--- config.mk ---
export PLATFORM = sky130hd
export DESIGN_NAME = decode_stage
export DESIGN_NICKNAME = d
export VERILOG_FILES = /design/src/rtl/rv_pkg.sv /design/src/rtl/decode_stage.sv
export SDC_FILE = /design/constraint.sdc
export NUM_CORES = 1
export LEC_CHECK = 0
export BUFFER_PORTS_ARGS = -buffer_cell sky130_fd_sc_hd__buf_2
export CORE_MARGIN = 8
export CORE_UTILIZATION = 24
export CTS_BUF_LIST = sky130_fd_sc_hd__clkbuf_4 sky130_fd_sc_hd__clkbuf_8
export DETAILED_ROUTE_END_ITERATION = 16
export HOLD_SLACK_MARGIN = 0.05
export SLEW_MARGIN = 20
export SYNTH_ARGS = -nofsm -noshare
export SYNTH_HDL_FRONTEND = slang
export SYNTH_SLANG_ARGS = --single-unit
--- constraint.sdc ---
create_clock -name clk -period 3.7 [get_ports clk]
set_input_delay 0 -clock clk [delete_from_list [all_inputs] [get_ports clk]]
set_output_delay 0 -clock clk [all_outputs]
set_load 0.02 [all_outputs]
--- src/rtl/rv_pkg.sv ---
`default_nettype none

package rv_pkg;

    typedef logic [31:0] word_t;
    typedef logic [4:0]  reg_addr_t;
    typedef logic [7:0]  imem_addr_t;
    typedef logic [7:0]  dmem_addr_t;

    localparam int IMEM_DEPTH = 256;
    localparam int DMEM_DEPTH = 256;

    // addi x0, x0, 0
    localparam word_t NOP_INST = 32'h0000_0013;

    localparam logic [6:0] OPC_OP     = 7'b0110011;
    localparam logic [6:0] OPC_OP_IMM = 7'b0010011;
    localparam logic [6:0] OPC_LUI    = 7'b0110111;
    localparam logic [6:0] OPC_AUIPC  = 7'b0010111;
    localparam logic [6:0] OPC_LOAD   = 7'b0000011;
    localparam logic [6:0] OPC_STORE  = 7'b0100011;
    localparam logic [6:0] OPC_BRANCH = 7'b1100011;
    localparam logic [6:0] OPC_JAL    = 7'b1101111;
    localparam logic [6:0] OPC_JALR   = 7'b1100111;

    typedef enum logic [3:0] {
        ALU_ADD,
        ALU_SUB,
        ALU_AND,
        ALU_OR,
        ALU_XOR,
        ALU_SLL,
        ALU_SRL,
        ALU_SRA,
        ALU_SLT,
        ALU_SLTU,
        ALU_PASS_B,
        ALU_NONE
    } alu_op_t;

    typedef struct packed {
        logic  valid;
        word_t pc;
        word_t inst;
    } fetch_pkt_t;

    typedef struct packed {
        logic      valid;
        word_t     pc;
        reg_addr_t rd;
        word_t     rs1_val;
        word_t     rs2_val;
        word_t     imm;
        alu_op_t   alu_op;
        logic      use_imm;
        logic      use_pc;
        logic      writes_rd;
        logic      is_load;
        logic      is_store;
        logic      is_branch;
        logic [2:0] funct3;
        logic      is_jal;
        logic      is_jalr;
    } decode_pkt_t;

    typedef struct packed {
        logic      valid;
        reg_addr_t rd;
        word_t     result;
        word_t     store_data;
        logic      writes_rd;
        logic      is_load;
        logic      is_store;
    } exec_pkt_t;

    typedef struct packed {
        logic  taken;
        word_t target;
    } redirect_t;

    typedef struct packed {
        logic      valid;
        reg_addr_t rd;
        word_t     data;
    } reg_write_t;

endpackage

`default_nettype wire

--- src/rtl/decode_stage.sv ---
`timescale 1ns/10ps
`default_nettype none

module decode_stage (
    input  wire                     clk,
    input  wire                     arst_n,
    input  wire rv_pkg::fetch_pkt_t fetch,
    input  wire                     flush,
    input  wire rv_pkg::reg_write_t reg_write,
    output rv_pkg::decode_pkt_t     decoded
);

    rv_pkg::word_t       rf [2**$bits(rv_pkg::reg_addr_t)];
    rv_pkg::word_t       inst;
    logic [6:0]          opcode;
    logic [2:0]          funct3;
    logic                alt;
    rv_pkg::reg_addr_t   rs1;
    rv_pkg::reg_addr_t   rs2;
    rv_pkg::word_t       imm_i;
    rv_pkg::word_t       imm_s;
    rv_pkg::word_t       imm_b;
    rv_pkg::word_t       imm_u;
    rv_pkg::word_t       imm_j;
    rv_pkg::decode_pkt_t dec_d;

    assign inst   = fetch.inst;
    assign opcode = inst[6:0];
    assign funct3 = inst[14:12];
    assign alt    = inst[30];
    assign rs1    = inst[19:15];
    assign rs2    = inst[24:20];

    assign imm_i = {{20{inst[31]}}, inst[31:20]};
    assign imm_s = {{20{inst[31]}}, inst[31:25], inst[11:7]};
    assign imm_b = {{19{inst[31]}}, inst[31], inst[7], inst[30:25], inst[11:8], 1'b0};
    assign imm_u = {inst[31:12], 12'b0};
    assign imm_j = {{11{inst[31]}}, inst[31], inst[19:12], inst[20], inst[30:21], 1'b0};

    // x0 reads zero and a write in flight is seen the same cycle
    function automatic rv_pkg::word_t read_rf(rv_pkg::reg_addr_t idx);
        rv_pkg::word_t val;
        if (idx == '0) begin
            val = '0;
        end else if (reg_write.valid && reg_write.rd == idx) begin
            val = reg_write.data;
        end else begin
            val = rf[idx];
        end
        return val;
    endfunction

    function automatic rv_pkg::alu_op_t arith_op(logic [2:0] f3, logic f7_alt, logic is_reg);
        rv_pkg::alu_op_t op;
        case (f3)
            3'b000:  op = (f7_alt && is_reg) ? rv_pkg::ALU_SUB : rv_pkg::ALU_ADD;
            3'b001:  op = rv_pkg::ALU_SLL;
            3'b010:  op = rv_pkg::ALU_SLT;
            3'b011:  op = rv_pkg::ALU_SLTU;
            3'b100:  op = rv_pkg::ALU_XOR;
            3'b101:  op = f7_alt ? rv_pkg::ALU_SRA : rv_pkg::ALU_SRL;
            3'b110:  op = rv_pkg::ALU_OR;
            default: op = rv_pkg::ALU_AND;
        endcase
        return op;
    endfunction

    always_ff @(posedge clk) begin
        if (reg_write.valid && reg_write.rd != '0) begin
            rf[reg_write.rd] <= reg_write.data;
        end
    end

    always_comb begin
        dec_d         = '0;
        dec_d.valid   = fetch.valid & ~flush;
        dec_d.pc      = fetch.pc;
        dec_d.rd      = inst[11:7];
        dec_d.rs1_val = read_rf(rs1);
        dec_d.rs2_val = read_rf(rs2);
        dec_d.funct3  = funct3;
        dec_d.alu_op  = rv_pkg::ALU_NONE;
        case (opcode)
            rv_pkg::OPC_OP: begin
                dec_d.alu_op    = arith_op(funct3, alt, 1'b1);
                dec_d.writes_rd = 1'b1;
            end
            rv_pkg::OPC_OP_IMM: begin
                dec_d.alu_op    = arith_op(funct3, alt, 1'b0);
                dec_d.imm       = imm_i;
                dec_d.use_imm   = 1'b1;
                dec_d.writes_rd = 1'b1;
            end
            rv_pkg::OPC_LUI: begin
                dec_d.alu_op    = rv_pkg::ALU_PASS_B;
                dec_d.imm       = imm_u;
                dec_d.use_imm   = 1'b1;
                dec_d.writes_rd = 1'b1;
            end
            rv_pkg::OPC_AUIPC: begin
                dec_d.alu_op    = rv_pkg::ALU_ADD;
                dec_d.imm       = imm_u;
                dec_d.use_imm   = 1'b1;
                dec_d.use_pc    = 1'b1;
                dec_d.writes_rd = 1'b1;
            end
            rv_pkg::OPC_LOAD: begin
                dec_d.alu_op    = rv_pkg::ALU_ADD;
                dec_d.imm       = imm_i;
                dec_d.use_imm   = 1'b1;
                dec_d.writes_rd = 1'b1;
                dec_d.is_load   = 1'b1;
            end
            rv_pkg::OPC_STORE: begin
                dec_d.alu_op   = rv_pkg::ALU_ADD;
                dec_d.imm      = imm_s;
                dec_d.use_imm  = 1'b1;
                dec_d.is_store = 1'b1;
            end
            rv_pkg::OPC_BRANCH: begin
                dec_d.imm       = imm_b;
                dec_d.is_branch = 1'b1;
            end
            rv_pkg::OPC_JAL: begin
                dec_d.imm       = imm_j;
                dec_d.is_jal    = 1'b1;
                dec_d.writes_rd = 1'b1;
            end
            rv_pkg::OPC_JALR: begin
                dec_d.imm       = imm_i;
                dec_d.is_jalr   = 1'b1;
                dec_d.writes_rd = 1'b1;
            end
            default: begin
                // Unknown opcode passes through as a no-op
                dec_d.alu_op = rv_pkg::ALU_NONE;
            end
        endcase
    end

    always_ff @(posedge clk or negedge arst_n) begin
        if (!arst_n) begin
            decoded <= '0;
        end else begin
            decoded <= dec_d;
        end
    end

endmodule

`default_nettype wire

==> results by group <==
Place
  – HPWL after DPL: 111500 um
  – RD Place Congestion: 0.8340
  – Port Buffers: 254
  – Post-Place Cells: 6413

Timing
  – Final min period: 3.318 ns
  – Fin. Hold Viols: 0
  – Post-route setup TNS: 0 ns
  – Relative slew slack: 31.17%
  – Tcrit/Tclk final: 89.68%
  – Setup Viol. Count Final: 0
  – Unrepaired setup endpoints after global routing: false
  – Worst Skew: 0.04748 ns
  – Fin. max-slew vios: 0
  – Slew @ Worst Pin: 1.030 ns
  – Fmax: 301.4 MHz

Logic synthesis
  – Sequential-to-total area share from yosys stat: 65.02%
  – Synth Register Bits: 1173
  – Post-synthesis cell count: 3277
  – Post-synth top flop: edfxtp_1
  – Ys Warns: 0
  – Synth cell types: 56
  – Post-synth EDFFs: 1024
  – Syn_area_per_cell: 16.18 um^2
  – Post-synth ARST share: 12.70%
  – Post-Synthesis Cell Area: 53030 um^2

Floorplan
  – Ports: 255
  – DIE AREA: 236200 um^2
  – Die Y: 486.1 um
  – Initial core utilization: 24.13%
  – DIE WIDTH: 486.1 um
  – CORE AREA: 219700 um^2
  – Row count: 172

Power
  – Sw frac: 25.19%
  – Part of the power in the clock network: 39.0%
  – PD cells: 455.2 nW/um^2
  – Combinational Power Share: 10.3%
  – Leak pwr: 23.31 nW
  – Psw: 7.418 mW
  – Reg power frac: 50.7%
  – P_int: 22.03 mW
  – Maximum VDD drop: 218.5 uV

Clocking
  – Setup bufs post-CTS: 0
  – CTS H-tree depth: 4
  – Post-CTS Hold Buffers: 192
  – Sink Count: 1173
  – Worst-case clock buffer depth: 3
  – Post-CTS resize count: 0
  – Worst-Skew Late Latency: 0.91 ns
  – Reg clk slew, reported paths: 0.07 ns
  – Root Driver: clkbuf_8
  – CTS buffer count: 183
  – CTS tree: built

Detailed routing
  – Routed len/inst: 28.04 um
  – Initial DRC Count: 4616
  – Routed Antenna Nets: 0
  – Vias: 35730
  – Drt total wl: 194900 um
  – First-pass DRT Iterations: 6
  – Drt drc: 0
  – Via/cell ratio: 5.139

GRT
  – Largest net degree at the start of global routing: 81
  – Initial antenna violation count: 23
  – Congestion Overflow GR: 0
  – Vias in the first global route: 35510
  – Global-route wire length before repair: 270100 um
  – GRT Total Usage: 15.68%

Final layout
  – Post-Layout Cell Count: 6953
  – Ratio of cells with drive above 1 in the final layout: 24.69%
  – Register area: 34480 um^2
  – Area occupied by multi-input gates: 17780 um^2
  – Syn-to-layout area delta: 22.01%
  – Nets@finish: 3938
  – Layout fillers: 21660
  – Commonest non-fill, non-tap cells in the layout: edfxtp_1 (1024), mux2i_1 (685), buf_2 (248), a22oi_1 (221), clkbuf_8 (208)
  – Most common cell after layout, fill and taps aside: edfxtp_1

Setup path
  – Cell chain of the critical path: dlygate4sd3_1 -> buf_6 -> buf_4 -> xnor2_1 -> and4_1 -> a21oi_4 -> buf_4 -> o21ai_0 -> dlygate4sd3_1 -> o2bb2ai_1 -> dlygate4sd3_1
  – WS Path Type: in -> reg
  – Critical path required time: 4.55 ns
  – WP buf/inv: 6
  – Worst path most repeated cell: dlygate4sd3_1
  – Crit path largest cell delay: 0.60 ns
  – Top Family by Delay on Critical Path: buffers and inverters
  – CP Max Fanout: 57
  – Worst EP arrival: 4.17 ns
  – CP max stage cell: dlygate4sd3_1
  – Worst setup EP type: register
  – CP Launch Type: primary input
  – R2r setup slk: 1.07 ns

Run
  – Max cap viols: 0

Hold path
  – Hold WC Path Type: in -> reg

Status
  – Outcome: finished clean
==> per-layer routing <==
layer  vias to the layer above  routed length, um  track usage (%)
met5                         -                 92                0
met1                     18680              77890            20.72
li1                      14480                  -                -
met4                         8               7523            5.751
met2                      2146              89800            25.32
met3                       418              19630            3.483
==> path summary, 6_finish.rpt <==
check	startpoint	endpoint	depth (start not counted)
worst min-delay path	fetch[12]	decoded[11]$_DFF_PN0_	6
worst min register to register	rf[25][6]$_DFFE_PP_	decoded[53]$_DFF_PN0_	5
min in group asynchronous	arst_n	decoded[1]$_DFF_PN0_	4
worst max-delay path	fetch[16]	decoded[85]$_DFF_PN0_	11
worst max register to register	rf[5][7]$_DFFE_PP_	decoded[86]$_DFF_PN0_	6
max in group asynchronous	arst_n	decoded[122]$_DFF_PN0_	4
==> sequential cells by signal, indices dropped and copies added, names as in the netlist <==
signal and cells:
rf 1024, decoded 149
==> Yosys cell counts (all sizes together), types with 4 or more instances <==
| library cell | number | area (um^2) |
|---|---|---|
| a211o | 5 | 43.79 |
| a21o | 22 | 165.2 |
| a21oi | 157 | 785.8 |
| a221o | 27 | 270.3 |
| a221oi | 5 | 43.79 |
| a22o | 18 | 157.7 |
| a22oi | 221 | 1659 |
| a32o | 49 | 490.5 |
| buf | 125 | 714.4 |
| clkbuf | 128 | 480.5 |
| dfrtp | 149 | 3729 |
| edfxtp | 1024 | 30750 |
| inv | 6 | 22.52 |
| mux2 | 49 | 551.8 |
| mux2i | 685 | 6857 |
| mux4 | 171 | 3896 |
| nand2 | 115 | 431.7 |
| nand2b | 10 | 62.56 |
| nand3 | 36 | 180.2 |
| nand4 | 18 | 112.6 |
| nor2 | 76 | 285.3 |
| nor2b | 18 | 112.6 |
| nor3 | 4 | 20.02 |
| o21ai | 31 | 155.1 |
| o221a | 10 | 112.6 |
| o221ai | 46 | 402.9 |
| o22ai | 27 | 168.9 |
| o2bb2ai | 10 | 87.58 |
==> metrics by stage <==
step           instance area [um^2]  utilization, %  setup WS (ns)  hold WS, ns  power, mW
6_report                      64700           29.45         0.3817       0.1519      29.45
5_1_grt                       64690           29.44         0.3130       0.1432      30.32
4_1_cts                       64680           29.43         0.4839      0.06673      29.61
3_5_place_dp                  58930           26.82          1.058       0.1097      18.03
3_3_place_gp                  58930           26.82          1.060       0.1093      18.00
2_1_floorplan                 53140               -          1.357      -0.2956      16.67
==> power by group through the flow <==
stage | Clock, mW | Sequential (mW) | Combinational [mW]
detailed placement | 0 | 15.2 | 2.82
floorplan | 0 | 15.2 | 1.44
global route | 12.2 | 14.9 | 3.18
global placement | 0 | 15.2 | 2.80
CTS | 11.7 | 14.9 | 3.01
finish | 11.5 | 14.9 | 3.03
==> worst min-delay path: cells and delay by family <==
family / cells / cell delay [ns]
AO/OA/AOI/OAI: 3 / 0.27
AND/OR/NAND/NOR: 1 / 0.07
buffers and inverters: 2 / 0.68
==> cells by family (layout without fill, tap and decap cells) <==
logic type             Yosys count  count (layout)  synth area share [%]
buffers and inverters          259             937                 2.296
flip-flops                    1173            1173                 65.02
other                            1              41              0.007072
XOR/XNOR                         6               6               0.09912
AND/OR/NAND/NOR                297             297                 2.574
multiplexers                   905             905                 21.32
AO/OA/AOI/OAI                  636             636                 8.685
==> cell type report <==
| class | count | share of cell area [%] |
|---|---|---|
| sequential | 1173 | 53.29 |
| clock inverter | 60 | 0.6517 |
| multi-input combinational | 1876 | 27.48 |
| timing repair buffer | 592 | 7.550 |
| antenna | 9 | 0.03481 |
| clock buffer | 279 | 5.239 |
| tap | 2958 | 5.720 |
| inverter | 6 | 0.03481 |
No activity file was read; power rests on OpenSTA's default activity.
